`config.mk`:
```
export PLATFORM = sky130hd
export DESIGN_NAME = cpu_bus_unit
export DESIGN_NICKNAME = d
export VERILOG_FILES = /design/src/bus_pkg.sv /design/src/mem_req_if.sv /design/src/addr_xlate.sv /design/src/mem_arbiter.sv /design/src/axi_bridge.sv /design/src/cpu_bus_unit.sv
export SDC_FILE = /design/constraint.sdc
export NUM_CORES = 1
export LEC_CHECK = 0
export ABC_AREA = 0
export ABC_CLOCK_PERIOD_IN_PS = 3800
export CORE_AREA = 2 2 127 129
export CTS_BUF_LIST = sky130_fd_sc_hd__clkbuf_2
export DETAILED_ROUTE_END_ITERATION = 12
export DIE_AREA = 0 0 129 131
export DONT_BUFFER_PORTS = 1
export GPL_TIMING_DRIVEN = 0
export PLACE_DENSITY = 0.51
export SLEW_MARGIN = 0
export SYNTH_ARGS = -nofsm -noshare
export SYNTH_HDL_FRONTEND = slang
export SYNTH_SLANG_ARGS = --single-unit
export TNS_END_PERCENT = 5
```
`constraint.sdc`:
```
create_clock -name clk -period 3.8 [get_ports clk]
set_input_delay 0.95 -clock clk [delete_from_list [all_inputs] [get_ports clk]]
set_output_delay 0.95 -clock clk [all_outputs]
set_load 0.01 [all_outputs]
```
`src/bus_pkg.sv`:
```
package bus_pkg;

    localparam int ADDR_W = 32;
    localparam int DATA_W = 32;
    localparam int STRB_W = 4;

    // top three address bits select the segment
    localparam logic [2:0] SEG_KSEG0 = 3'b100;
    localparam logic [2:0] SEG_KSEG1 = 3'b101;

    // cache attribute driven on ar/aw
    localparam logic [3:0] CACHE_CACHED   = 4'b1111;
    localparam logic [3:0] CACHE_UNCACHED = 4'b0000;

    typedef struct packed {
        logic [2:0]  seg;
        logic [28:0] offset;
    } vaddr_seg_t;

    // one virtual address word, seen raw or split into segment and offset
    typedef union packed {
        logic [ADDR_W-1:0] raw;
        vaddr_seg_t        fields;
    } vaddr_u;

endpackage

```
`src/mem_req_if.sv`:
```
`timescale 1ns/100ps

interface mem_req_if;

    logic                        req_valid;
    logic                        req_ready;
    logic                        we;
    logic [bus_pkg::ADDR_W-1:0]  addr;
    logic [bus_pkg::DATA_W-1:0]  wdata;
    logic [bus_pkg::STRB_W-1:0]  wstrb;

    // one pulse per accepted request, rdata valid for reads only
    logic                        resp_valid;
    logic [bus_pkg::DATA_W-1:0]  rdata;

    modport requester (
        output req_valid, we, addr, wdata, wstrb,
        input  req_ready, resp_valid, rdata
    );

    modport server (
        input  req_valid, we, addr, wdata, wstrb,
        output req_ready, resp_valid, rdata
    );

endinterface

```
`src/addr_xlate.sv`:
```
`timescale 1ns/100ps

module addr_xlate (
    input  bus_pkg::vaddr_u             vaddr_i,
    output logic [bus_pkg::ADDR_W-1:0]  paddr_o,
    output logic                        uncached_o
);

    logic in_kseg0;
    logic in_kseg1;

    assign in_kseg0 = (vaddr_i.fields.seg == bus_pkg::SEG_KSEG0);
    assign in_kseg1 = (vaddr_i.fields.seg == bus_pkg::SEG_KSEG1);

    // kseg0 and kseg1 both fold onto physical 0x0000_0000 .. 0x1fff_ffff
    always_comb begin
        if (in_kseg0 || in_kseg1) begin
            paddr_o = {3'b000, vaddr_i.fields.offset};
        end else begin
            paddr_o = vaddr_i.raw;
        end
    end

    assign uncached_o = in_kseg1;

endmodule

```
`src/mem_arbiter.sv`:
```
`timescale 1ns/100ps

module mem_arbiter (
    input  logic                        clk,
    input  logic                        rst,

    input  logic                        inst_valid_i,
    input  logic [bus_pkg::ADDR_W-1:0]  inst_addr_i,
    output logic                        inst_ready_o,
    output logic                        inst_resp_valid_o,
    output logic [bus_pkg::DATA_W-1:0]  inst_rdata_o,

    mem_req_if.server                   data_port,
    mem_req_if.requester                bus_port
);

    logic grant_data;
    logic bus_accept;
    logic owner_data_q;

    // data port has fixed priority over instruction fetch
    assign grant_data = data_port.req_valid;

    assign bus_port.req_valid = data_port.req_valid || inst_valid_i;
    assign bus_port.we        = grant_data ? data_port.we : 1'b0;
    assign bus_port.addr      = grant_data ? data_port.addr : inst_addr_i;
    assign bus_port.wdata     = data_port.wdata;
    assign bus_port.wstrb     = grant_data ? data_port.wstrb : '0;

    // ready goes back to the granted port only
    assign data_port.req_ready = grant_data && bus_port.req_ready;
    assign inst_ready_o        = inst_valid_i && !grant_data && bus_port.req_ready;

    assign bus_accept = bus_port.req_valid && bus_port.req_ready;

    // remember who owns the outstanding transaction
    always_ff @(posedge clk) begin
        if (rst) begin
            owner_data_q <= 1'b0;
        end else if (bus_accept) begin
            owner_data_q <= grant_data;
        end
    end

    assign data_port.resp_valid = bus_port.resp_valid && owner_data_q;
    assign inst_resp_valid_o    = bus_port.resp_valid && !owner_data_q;

    assign data_port.rdata = bus_port.rdata;
    assign inst_rdata_o    = bus_port.rdata;

endmodule

```
`src/axi_bridge.sv`:
```
`timescale 1ns/100ps

module axi_bridge (
    input  logic                        clk,
    input  logic                        rst,

    mem_req_if.server                   req_port,

    output logic [bus_pkg::ADDR_W-1:0]  ar_addr_o,
    output logic [3:0]                  ar_cache_o,
    output logic                        ar_valid_o,
    input  logic                        ar_ready_i,

    input  logic [bus_pkg::DATA_W-1:0]  r_data_i,
    input  logic                        r_valid_i,
    output logic                        r_ready_o,

    output logic [bus_pkg::ADDR_W-1:0]  aw_addr_o,
    output logic [3:0]                  aw_cache_o,
    output logic                        aw_valid_o,
    input  logic                        aw_ready_i,

    output logic [bus_pkg::DATA_W-1:0]  w_data_o,
    output logic [bus_pkg::STRB_W-1:0]  w_strb_o,
    output logic                        w_valid_o,
    input  logic                        w_ready_i,

    input  logic                        b_valid_i,
    output logic                        b_ready_o
);

    logic [bus_pkg::ADDR_W-1:0] paddr;
    logic                       uncached;

    // transaction phase flags, at most one group is set at a time
    logic ar_pend_q;
    logic r_pend_q;
    logic aw_pend_q;
    logic w_pend_q;
    logic b_pend_q;
    logic resp_q;

    logic [bus_pkg::ADDR_W-1:0] addr_q;
    logic [3:0]                 cache_q;
    logic [bus_pkg::DATA_W-1:0] wdata_q;
    logic [bus_pkg::STRB_W-1:0] wstrb_q;
    logic [bus_pkg::DATA_W-1:0] rdata_q;

    logic idle;
    logic accept;
    logic ar_fire;
    logic r_fire;
    logic b_fire;
    logic aw_left;
    logic w_left;
    logic wr_active;

    addr_xlate u_xlate (
        .vaddr_i    (req_port.addr),
        .paddr_o    (paddr),
        .uncached_o (uncached)
    );

    assign idle   = !(ar_pend_q || r_pend_q || aw_pend_q || w_pend_q || b_pend_q);
    assign accept = req_port.req_valid && idle;

    assign ar_fire = ar_pend_q && ar_ready_i;
    assign r_fire  = r_pend_q && r_valid_i;
    assign b_fire  = b_pend_q && b_valid_i;

    // aw and w complete independently, b is awaited once both are gone
    assign aw_left   = aw_pend_q && !aw_ready_i;
    assign w_left    = w_pend_q && !w_ready_i;
    assign wr_active = aw_pend_q || w_pend_q;

    always_ff @(posedge clk) begin
        if (rst) begin
            ar_pend_q <= 1'b0;
            r_pend_q  <= 1'b0;
            aw_pend_q <= 1'b0;
            w_pend_q  <= 1'b0;
            b_pend_q  <= 1'b0;
            resp_q    <= 1'b0;
        end else begin
            resp_q <= r_fire || b_fire;
            if (accept) begin
                ar_pend_q <= !req_port.we;
                aw_pend_q <= req_port.we;
                w_pend_q  <= req_port.we;
            end else begin
                if (ar_fire) begin
                    ar_pend_q <= 1'b0;
                    r_pend_q  <= 1'b1;
                end
                if (r_fire) begin
                    r_pend_q <= 1'b0;
                end
                if (wr_active) begin
                    aw_pend_q <= aw_left;
                    w_pend_q  <= w_left;
                    b_pend_q  <= !aw_left && !w_left;
                end
                if (b_fire) begin
                    b_pend_q <= 1'b0;
                end
            end
        end
    end

    always_ff @(posedge clk) begin
        if (accept) begin
            addr_q  <= paddr;
            cache_q <= uncached ? bus_pkg::CACHE_UNCACHED : bus_pkg::CACHE_CACHED;
            wdata_q <= req_port.wdata;
            wstrb_q <= req_port.wstrb;
        end
        if (r_fire) begin
            rdata_q <= r_data_i;
        end
    end

    assign req_port.req_ready  = idle;
    assign req_port.resp_valid = resp_q;
    assign req_port.rdata      = rdata_q;

    assign ar_addr_o  = addr_q;
    assign ar_cache_o = cache_q;
    assign ar_valid_o = ar_pend_q;
    assign r_ready_o  = r_pend_q;

    assign aw_addr_o  = addr_q;
    assign aw_cache_o = cache_q;
    assign aw_valid_o = aw_pend_q;
    assign w_data_o   = wdata_q;
    assign w_strb_o   = wstrb_q;
    assign w_valid_o  = w_pend_q;
    assign b_ready_o  = b_pend_q;

endmodule

```
`src/cpu_bus_unit.sv`:
```
`timescale 1ns/100ps

module cpu_bus_unit (
    input  logic                        clk,
    input  logic                        rst,

    // instruction fetch, read only
    input  logic                        inst_valid_i,
    input  logic [bus_pkg::ADDR_W-1:0]  inst_addr_i,
    output logic                        inst_ready_o,
    output logic                        inst_resp_valid_o,
    output logic [bus_pkg::DATA_W-1:0]  inst_rdata_o,

    // load/store port
    input  logic                        data_valid_i,
    input  logic                        data_we_i,
    input  logic [bus_pkg::ADDR_W-1:0]  data_addr_i,
    input  logic [bus_pkg::DATA_W-1:0]  data_wdata_i,
    input  logic [bus_pkg::STRB_W-1:0]  data_wstrb_i,
    output logic                        data_ready_o,
    output logic                        data_resp_valid_o,
    output logic [bus_pkg::DATA_W-1:0]  data_rdata_o,

    // single-beat AXI
    output logic [bus_pkg::ADDR_W-1:0]  ar_addr_o,
    output logic [3:0]                  ar_cache_o,
    output logic                        ar_valid_o,
    input  logic                        ar_ready_i,
    input  logic [bus_pkg::DATA_W-1:0]  r_data_i,
    input  logic                        r_valid_i,
    output logic                        r_ready_o,
    output logic [bus_pkg::ADDR_W-1:0]  aw_addr_o,
    output logic [3:0]                  aw_cache_o,
    output logic                        aw_valid_o,
    input  logic                        aw_ready_i,
    output logic [bus_pkg::DATA_W-1:0]  w_data_o,
    output logic [bus_pkg::STRB_W-1:0]  w_strb_o,
    output logic                        w_valid_o,
    input  logic                        w_ready_i,
    input  logic                        b_valid_i,
    output logic                        b_ready_o
);

    mem_req_if data_if ();
    mem_req_if bus_if ();

    assign data_if.req_valid = data_valid_i;
    assign data_if.we        = data_we_i;
    assign data_if.addr      = data_addr_i;
    assign data_if.wdata     = data_wdata_i;
    assign data_if.wstrb     = data_wstrb_i;

    assign data_ready_o      = data_if.req_ready;
    assign data_resp_valid_o = data_if.resp_valid;
    assign data_rdata_o      = data_if.rdata;

    mem_arbiter u_arbiter (
        .clk               (clk),
        .rst               (rst),
        .inst_valid_i      (inst_valid_i),
        .inst_addr_i       (inst_addr_i),
        .inst_ready_o      (inst_ready_o),
        .inst_resp_valid_o (inst_resp_valid_o),
        .inst_rdata_o      (inst_rdata_o),
        .data_port         (data_if.server),
        .bus_port          (bus_if.requester)
    );

    axi_bridge u_bridge (
        .clk        (clk),
        .rst        (rst),
        .req_port   (bus_if.server),
        .ar_addr_o  (ar_addr_o),
        .ar_cache_o (ar_cache_o),
        .ar_valid_o (ar_valid_o),
        .ar_ready_i (ar_ready_i),
        .r_data_i   (r_data_i),
        .r_valid_i  (r_valid_i),
        .r_ready_o  (r_ready_o),
        .aw_addr_o  (aw_addr_o),
        .aw_cache_o (aw_cache_o),
        .aw_valid_o (aw_valid_o),
        .aw_ready_i (aw_ready_i),
        .w_data_o   (w_data_o),
        .w_strb_o   (w_strb_o),
        .w_valid_o  (w_valid_o),
        .w_ready_i  (w_ready_i),
        .b_valid_i  (b_valid_i),
        .b_ready_o  (b_ready_o)
    );

endmodule

```
==> results of run 1 <==
state kept, by name, summed over array words and instances (netlist names):
signal	count
u_bridge.ar_addr_o	32
u_bridge.req_port.rdata	32
u_bridge.w_data_o	32
u_bridge.w_strb_o	4
u_arbiter.owner_data_q	1
u_bridge.ar_cache_o	1
u_bridge.ar_valid_o	1
u_bridge.aw_valid_o	1
u_bridge.b_ready_o	1
u_bridge.r_ready_o	1
u_bridge.req_port.resp_valid	1
u_bridge.w_valid_o	1
final cells by class:
type                       instances  area (um2)
antenna                            1        2.50
buffer                            76         583
clock buffer                       9        45.0
clock inverter                     7        60.1
fill                            1534       10800
inverter                           5        18.8
multi-input combinational         68         581
sequential                       108        3170
tap                              216         270
timing repair buffer               1        20.0
worst max-delay path: stages, from the launching register on:
cell     delay [ns]
dfxtp_1        0.44
nor3_4         0.30
nand3_1        0.16
nor2_1         0.26
final timing paths:
check / end / slack (ns) / cells past startpoint
hold / removal: u_bridge.w_valid_o$_SDFFE_PP0P_ / 0.39 / 1
setup reg to reg: u_bridge.req_port.rdata[15]$_DFFE_PP_ / 1.89 / 2
hold reg to reg: u_bridge.w_valid_o$_SDFFE_PP0P_ / 0.63 / 2
setup / recovery: inst_ready_o / 1.11 / 3
placed cells by master (no fill, tap or decap), drive strengths merged:
cell    instances
edfxtp        101
buf            77
mux2           30
clkbuf          9
inv             8
dfxtp           7
nor2            5
nand2           5
and2            5
clkinv          4
o21ai           3
nor2b           3
a21oi           3
mux2i           2
nand3           2
nand4           2
o211a           2
diode           1
nor3            1
and3            1
o211ai          1
nand2b          1
or2b            1
a22o            1
metrics by stage:
stage / total power [mW] / hold slack [ns] / utilization [%]
finish: 2.56 / 0.391 / 30.5
global route: 2.69 / 0.276 / 30.5
CTS: 2.61 / 0.288 / 30.5
detailed placement: 2.10 / 0.596 / 29.8
global placement: 2.09 / 0.600 / 29.6
floorplan: 1.99 / 0.521 / -
metal layers:
| metal | routed length, um | GRT usage [%] | vias up | part of all wire (%) |
|---|---|---|---|---|
| met5 | 0 | 0 | - | 0 |
| met4 | 143 | 4.80 | 0 | 1.4 |
| met3 | 987 | 4.52 | 10 | 10 |
| met2 | 5370 | 18.7 | 175 | 54 |
| met1 | 3410 | 10.8 | 1014 | 34 |
| li1 | - | - | 875 | - |
power groups by stage:
stage / combinational [mW] / clock [mW] / sequential, mW
6_report: 0.360 / 0.496 / 1.70
2_1_floorplan: 0.287 / 0 / 1.70
4_1_cts: 0.371 / 0.537 / 1.71
5_1_grt: 0.391 / 0.576 / 1.72
3_3_place_gp: 0.344 / 0 / 1.75
3_5_place_dp: 0.367 / 0 / 1.73
logic make-up after synthesis:
group | Yosys count | share of synthesized area, %
flip-flops | 108 | 73.0
AND/OR/NAND/NOR | 26 | 3.40
multiplexers | 32 | 8.23
buffers and inverters | 81 | 13.8
AO/OA/AOI/OAI | 10 | 1.55
==> flow_summary.toml, run 1 <==
[yosys]
synth-warning-count = 0
mappedNetlistArea_mm2 = 0.00435
ys_ff_latch = 108
synth_top_cells_by_count = "edfxtp_1, buf_4, mux2_2"
yosysTopAreaCellShare_pct = 69.8
synth_edf_count = 101
yosysUniqueCellTypes = 23
seq_area_frac_synth_pct = 73.0
synth_ff_type = "edfxtp_1"
synth.most_common_cell = "edfxtp_1"
synth_largest_area_cell = "edfxtp_1"
synth_nets = 399
syn_inst = 257
async_flop_share_pct = 0
avgSynthCellArea_um2 = 16.9
synth_area_leaders = "edfxtp_1, buf_4, mux2_2"

[timing]
setup_viol = 0
skew_ns = 0.0320
fin_setup_tns_ns = 0
fin_crit_sh_pct = 70.9
fin_crit_ns = 2.69
slew-limit-headroom_pct = 19.6
finalHoldViolCount = 0
slew_viol_final = 0
fmax_mhz = 371
rsz0062_at_grt = "false"
tightest_slew_ns = 1.20
finalWorstSetupSlack_ns = 1.11

[critical_path]
cp.arrival_ns = 1.74
end_kind = "output port"
reg2reg_from = "u_bridge.r_ready_o$_SDFFE_PP0P_"
worstSetupStartpointType = "flop"
cp.required_ns = 2.85
worstSetupPathType = "reg2out"
critPathLaunch = "u_bridge.aw_valid_o$_SDFFE_PP0P_"
path_max_fanout = 5

[finish]
final_nets = 411
syn2layout_area_growth_pct = 9.32
design_area_mm2 = 0.00475
fin_cells = 491
drive_above_1_share_pct = 46.0

[power_and_ir_drop]
pwr-share-clk_pct = 19.4
p_comb_share_pct = 14.1
irDropWorstVdd_mv = 0.257
p_leak_nw = 1.70
p_sw_mw = 0.779
powerDensity_mw_per_mm2 = 538
p_int_mw = 1.78
switching_share_pct = 30.5
seq_power_share_pct = 66.5

[placement]
portBuffers = 0
dp_hpwl_um = 7650
place.gp.congestion = 0.738
post-place-ws_ns = 1.31
placed_area_mm2 = 0.00465
placedCellCount = 474

[global_route]
antenna_found_initial = 1
grtUsageTotal_pct = 10.5
grt_pass1_vias = 2101
overflow = 0
grt_max_degree = 40
grt_first_pass_wirelength_um = 12600

[floorplan]
die_h_um = 131
ioPinCount = 323
start_util_pct = 27.9
dieArea_mm2 = 0.0169
die_x_um = 129
rows = 46
core_mm2 = 0.0156

[clock_tree]
cts.sinks = 108
cts_htree_levels = 3
cts.clk_slew.worst_paths_ns = 0.27
cts_buffers = 9
clock_latency_ns = 0.60
cts_max_path_buffers = 2
post_cts_buffers = 0
root_buffer = "clkbuf_2"
cts_resized = 0
cts_tree = "done"
hold_buffers = 0

[detailed_routing]
num_vias = 2074
ant_nets = 0
firstDrtPassIters = 4
vias_per_cell = 4.22
routed_wl_um = 9910
drc = 0
wire_per_inst_um = 20.2
drt_iter0_drc = 80

[job]
max-cap-violations = 0

[status]
status = "finished clean"

[worst_hold_path]
worstHoldStart = "rst"
worstHoldPathType = "in2reg"
Note: power is estimated with default switching activity, not from simulation.
==> run 2, diff against run 1 <==
Settings changed: ABC_AREA 0 to 1, ABC_CLOCK_PERIOD_IN_PS 3800 to 2400, CORE_AREA 2 2 127 129 to 2 2 126 128, DIE_AREA 0 0 129 131 to 0 0 128 130, PLACE_DENSITY 0.51 to 0.52.
Clock period 3.8 ns to 2.4 ns, I/O delays scaled along.
==> flow_summary.toml, run 2 <==
[detailed_routing]
wire_per_inst_um = 17.8
drc = 0
num_vias = 2629
routed_wl_um = 10800
vias_per_cell = 4.32
drt_iter0_drc = 218
ant_nets = 0
firstDrtPassIters = 4

[job]
max-cap-violations = 0

[critical_path]
end_kind = "output port"
cp.required_ns = 1.80
cp.arrival_ns = 1.60
worstSetupPathType = "reg2out"
worstSetupStartpointType = "flop"
path_max_fanout = 4

[timing]
rsz0062_at_grt = "false"
fin_setup_tns_ns = 0
timing.hold.ws_ns = 0.129
fin_crit_ns = 2.20
finalHoldViolCount = 0
slew_viol_final = 0
skew_ns = 0.0275
slew-limit-headroom_pct = 11.8
fin_crit_sh_pct = 91.8
fmax_mhz = 454
tightest_slew_ns = 1.32
finalWorstSetupSlack_ns = 0.196
setup_viol = 0

[yosys]
async_flop_share_pct = 0
avgSynthCellArea_um2 = 13.1
syn_inst = 332
synth.most_common_cell = "nand2_1"
mappedNetlistArea_mm2 = 0.00434
synth_area_leaders = "edfxtp_1, buf_4, nand2_1"
synth_ff_type = "edfxtp_1"
yosysUniqueCellTypes = 19
synth_nets = 474
ys_ff_latch = 108
yosysTopAreaCellShare_pct = 69.9
seq_area_frac_synth_pct = 73.1
synth_largest_area_cell = "edfxtp_1"
synth-warning-count = 0
synth_top_cells_by_count = "nand2_1, edfxtp_1, buf_4"
synth_edf_count = 101

[placement]
placedCellCount = 527
dp_hpwl_um = 8150
post-place-ws_ns = 0.272
placed_area_mm2 = 0.00465
portBuffers = 0
place.gp.congestion = 0.682

[global_route]
grt_max_degree = 34
grt_first_pass_wirelength_um = 14400
grtUsageTotal_pct = 11.8
overflow = 0
grt_pass1_vias = 2412
antenna_found_initial = 1

[clock_tree]
cts.sinks = 108
cts.clk_slew.worst_paths_ns = 0.27
clock_latency_ns = 0.60
root_buffer = "clkbuf_2"
cts_tree = "done"
cts_max_path_buffers = 2
post_cts_buffers = 0
cts_buffers = 9
cts_htree_levels = 3

[floorplan]
die_h_um = 130
ioPinCount = 323
dieArea_mm2 = 0.0166
rows = 46
core_mm2 = 0.0154
die_x_um = 128
start_util_pct = 28.1

[power_and_ir_drop]
pwr-share-clk_pct = 18.2
p_leak_nw = 2.19
p_sw_mw = 1.36
p_comb_share_pct = 17.7
powerDensity_mw_per_mm2 = 796
irDropWorstVdd_mv = 0.269
fin_total_pwr_mw = 4.31
seq_power_share_pct = 64.1
switching_share_pct = 31.6
p_int_mw = 2.95

[finish]
utilization_pct = 35.1
final_nets = 553
fin_cells = 609
drive_above_1_share_pct = 24.8
design_area_mm2 = 0.00541
syn2layout_area_growth_pct = 24.6
final_common_cell = "nand2_1"
final_cell_mix = "nand2_1, edfxtp_1, buf_4"

[status]
status = "finished clean"

[worst_hold_path]
worstHoldPathType = "in2reg"
[run 2: cell count changes in the layout (fill, tap and decap cells not counted), sizes merged, moves of 3 or more]
| cell | previous run | this run |
|---|---|---|
| and2 | 5 | 0 |
| inv | 8 | 19 |
| nor2 | 5 | 12 |
| nor2b | 3 | 0 |
| mux2 | 30 | 0 |
| a21oi | 3 | 6 |
| nand2 | 5 | 104 |
| dlygate4sd3 | 0 | 65 |
| buf | 77 | 80 |
[run 2: logic make-up (layout without fill, tap and decap cells)]
logic type	Yosys count	count (layout)	share of synthesized area, %
muxes	1	1	0.231
AOI/OAI and AO/OA	7	7	0.807
buffers and inverters	94	178	14.8
other	0	1	0
and+or+nand+nor	122	122	11.0
DFF	108	108	73.1
[run 2: path summary, 6_finish.rpt]
kind                                        from                                   to  slack (ns)  cells after the start
max             u_bridge.ar_valid_o$_SDFFE_PP0P_                         data_ready_o        0.20                      5
min                                          rst     u_bridge.ar_valid_o$_SDFFE_PP0P_        0.13                      3
max reg2reg     u_bridge.aw_valid_o$_SDFFE_PP0P_     u_bridge.ar_addr_o[26]$_DFFE_PP_        0.30                      5
min reg2reg  u_arbiter.owner_data_q$_SDFFE_PP0P_  u_arbiter.owner_data_q$_SDFFE_PP0P_        0.54                      2
[run 2: critical path, stage by stage, from the launching register on]
cell     delay [ns]
dfxtp_2        0.43
nor2_1         0.16
nand2_1        0.13
nor2_2         0.12
nand2_1        0.08
inv_1          0.11
[run 2: power by group through the flow]
stage	Combinational, mW	Clock (mW)	Sequential, mW
floorplan	0.506	0	2.74
global placement	0.612	0	2.83
detailed placement	0.689	0	2.81
CTS	0.777	0.843	2.76
global route	0.835	0.888	2.80
finish	0.764	0.784	2.76
[run 2: cell type report]
type / count / area (um2)
antenna: 1 / 2.50
buffer: 78 / 583
clock buffer: 9 / 45.0
clock inverter: 7 / 57.6
fill: 1513 / 10000
inverter: 16 / 60.1
multi-input combinational: 130 / 538
sequential: 108 / 3180
tap: 192 / 240
timing repair buffer: 68 / 708
[run 2: timing repair]
action | in CTS | in global routing
hold buffers | 65 | 0
setup endpoints to repair | 0 | 1
hold endpoints to repair | 69 | 0
gates resized for setup | 0 | 2
[run 2: routing by layer]
metal	wire length [um]	global-route usage (%)	up-vias
met3	817	2.95	13
met5	0	0	-
met4	217	6.14	0
li1	-	-	1183
met1	4410	15.0	1266
met2	5360	18.9	167
==> run 3, diff against run 2 <==
Settings changed: ABC_CLOCK_PERIOD_IN_PS 2400 to 2000.
Clock period 2.4 ns to 2 ns, I/O delays scaled along.
==> flow_summary.toml, run 3 <==
[status]
status = "aborted with a tool error"
lastStage = "clock tree synthesis (4_1_cts)"
error = "[ERROR RSZ-0060] Max buffer count reached."

[yosys]
async_flop_share_pct = 0
synth_largest_area_cell = "edfxtp_1"
syn_inst = 332
synth-warning-count = 0
synth_top_cells_by_count = "nand2_1, edfxtp_1, buf_4"
seq_area_frac_synth_pct = 73.1
ys_ff_latch = 108
synth_area_leaders = "edfxtp_1, buf_4, nand2_1"
synth.most_common_cell = "nand2_1"
synth_nets = 474
synth_ff_type = "edfxtp_1"
avgSynthCellArea_um2 = 13.1
yosysUniqueCellTypes = 19
synth_edf_count = 101
mappedNetlistArea_mm2 = 0.00434
yosysTopAreaCellShare_pct = 69.9

[clock_tree]
cts_buffers = 9
root_buffer = "clkbuf_2"
cts_resized = 3
cts.sinks = 108
cts_max_path_buffers = 2
cts_htree_levels = 3
post_cts_buffers = 1
hold_buffers = 110

[placement]
place.gp.congestion = 0.696
dp_hpwl_um = 8290
portBuffers = 0
placed_area_mm2 = 0.00469

[floorplan]
rows = 46
ioPinCount = 323
die_h_um = 130
die_x_um = 128
start_util_pct = 28.1
==> run 3: cell counts after synthesis <==
No cell type changed its count.
==> run 3: cell families after synthesis <==
logic type	count (synthesis)	share of synthesized area, %
compound gates	7	0.807
mux	1	0.231
buf+inv	94	14.8
flops	108	73.1
simple gates	122	11.0
==> run 3: metrics by stage <==
step           TNS [ns]  worst slack [ns]  cells  utilization [%]
2_1_floorplan    -47.16            -0.676    332                -
3_3_place_gp    -101.34             -1.46    524             29.9
3_5_place_dp      -7.62            -0.267    527             30.4
==> run 4, diff against run 3 <==
Settings changed: ABC_CLOCK_PERIOD_IN_PS 2000 to 2600, CORE_AREA 2 2 126 128 to 2 2 124 126, CTS_BUF_LIST sky130_fd_sc_hd__clkbuf_2 to unset, DIE_AREA 0 0 128 130 to 0 0 126 128, PLACE_DENSITY 0.52 to unset, PLACE_DENSITY_LB_ADDON set to 0.15.
Clock period 2 ns to 2.6 ns, I/O delays scaled along.
==> flow_summary.toml, run 4 (synthesized netlist as in run 2, its figures left out) <==
[floorplan]
dieArea_mm2 = 0.0161
core_mm2 = 0.0149
ioPinCount = 323
die_x_um = 126
start_util_pct = 29.2
rows = 45
die_h_um = 128

[finish]
final_nets = 489
drive_above_1_share_pct = 29.0
final_common_cell = "nand2_1"
diodes = 0
syn2layout_area_growth_pct = 15.4
fin_cells = 540
final_cell_mix = "nand2_1, edfxtp_1, buf_4"
design_area_mm2 = 0.00501

[detailed_routing]
drt_iter0_drc = 131
wire_per_inst_um = 19.2
ant_nets = 0
routed_wl_um = 10400
firstDrtPassIters = 4
drc = 0
vias_per_cell = 4.41
num_vias = 2379

[clock_tree]
cts.clk_slew.worst_paths_ns = 0.07
root_buffer = "clkbuf_16"
hold_buffers = 0
post_cts_buffers = 0
cts.sinks = 108
cts_resized = 0
cts_tree = "done"
cts_buffers = 9
clock_latency_ns = 0.34
cts_htree_levels = 3
cts_max_path_buffers = 2

[timing]
setup_viol = 0
fin_crit_ns = 2.18
rsz0062_at_grt = "false"
finalHoldViolCount = 0
slew-limit-headroom_pct = 18.6
fin_crit_sh_pct = 84.0
fin_setup_tns_ns = 0
timing.hold.ws_ns = 0.366
slew_viol_final = 0
fmax_mhz = 458
tightest_slew_ns = 1.22
finalWorstSetupSlack_ns = 0.417
skew_ns = 0.00433

[critical_path]
critical-path-top-delay-family = "simple AND/OR/NAND/NOR gates"
crit_top_cell = "buf_8"
r2r_cells = 6
path_cells = "nor2_1 > nand2_1 > nor3_4 > buf_16 > buf_8 > buf_8"
cp_num_cells = 6
path_max_fanout = 15
critPathBufInv = 3
worstSetupPathType = "reg2reg"
worstSetupStartpointType = "flop"
crit_slowest_cell = "nor3_4"
r2r_end = "u_bridge.ar_addr_o[23]$_DFFE_PP_"
cp.arrival_ns = 2.24
cp.required_ns = 2.66
end_kind = "flop"
reg2reg_from = "u_bridge.ar_valid_o$_SDFFE_PP0P_"
r2r_slack_ns = 0.42
crit_path_max_incr_delay_ns = 0.61

[placement]
portBuffers = 0
post-place-ws_ns = 0.381
placedCellCount = 524
placed_area_mm2 = 0.00467
place.gp.congestion = 0.721
dp_hpwl_um = 8230

[status]
status = "finished clean"

[global_route]
grtUsageTotal_pct = 11.9
overflow = 0
grt_max_degree = 34
antenna_found_initial = 0
grt_first_pass_wirelength_um = 14000
grt_pass1_vias = 2266

[power_and_ir_drop]
powerDensity_mw_per_mm2 = 938
irDropWorstVdd_mv = 0.328
p_leak_nw = 2.03

[worst_hold_path]
worstHoldStart = "rst"
min_delay_path_depth = 1
holdPathEnd = "u_bridge.aw_valid_o$_SDFFE_PP0P_"
worstHoldPathType = "in2reg"

[job]
max-cap-violations = 0
-- run 4: worst max-delay path by stage --
| stage | end | slack, ns | from |
|---|---|---|---|
| global placement | u_bridge.w_data_o[6]$_DFFE_PP_ | -1.01 | u_bridge.ar_valid_o$_SDFFE_PP0P_ |
| CTS | u_bridge.w_data_o[23]$_DFFE_PP_ | 0.33 | u_bridge.ar_valid_o$_SDFFE_PP0P_ |
| global route | u_bridge.ar_addr_o[23]$_DFFE_PP_ | 0.27 | u_bridge.ar_valid_o$_SDFFE_PP0P_ |
| floorplan | u_bridge.ar_addr_o[0]$_DFFE_PP_ | -0.20 | data_valid_i |
| detailed placement | u_bridge.w_data_o[23]$_DFFE_PP_ | 0.38 | u_bridge.ar_valid_o$_SDFFE_PP0P_ |
| finish | u_bridge.ar_addr_o[23]$_DFFE_PP_ | 0.42 | u_bridge.ar_valid_o$_SDFFE_PP0P_ |
-- run 4: per-layer routing --
layer,routed length (um),share of wire [%],track usage (%),vias up
met4,161,1.6,5.37,0
met2,5490,53,20.6,183
met1,3700,36,13.0,1126
met3,1010,9.7,4.38,11
li1,-,-,-,1059
met5,0,0,0,-
-- run 4: power breakdown --
part           leakage (nW)  switching [mW]  internal, mW
logic                 0.850           0.364         0.283
registers              1.02           0.292          2.26
clock network         0.160           0.634         0.861
-- run 4: layout make-up --
type | count | area [um2]
tap | 188 | 235
clock buffer | 9 | 225
multi-input combinational | 130 | 538
timing repair buffer | 4 | 85.1
buffer | 78 | 583
inverter | 16 | 60.1
fill | 1474 | 9860
clock inverter | 7 | 108
sequential | 108 | 3170
-- run 4: metrics by stage --
step	power, mW	util, %
after floorplan	3.00	-
after global placement	3.19	30.9
after detailed placement	3.26	31.4
after CTS	4.79	33.7
after global routing	4.90	33.7
final	4.70	33.7
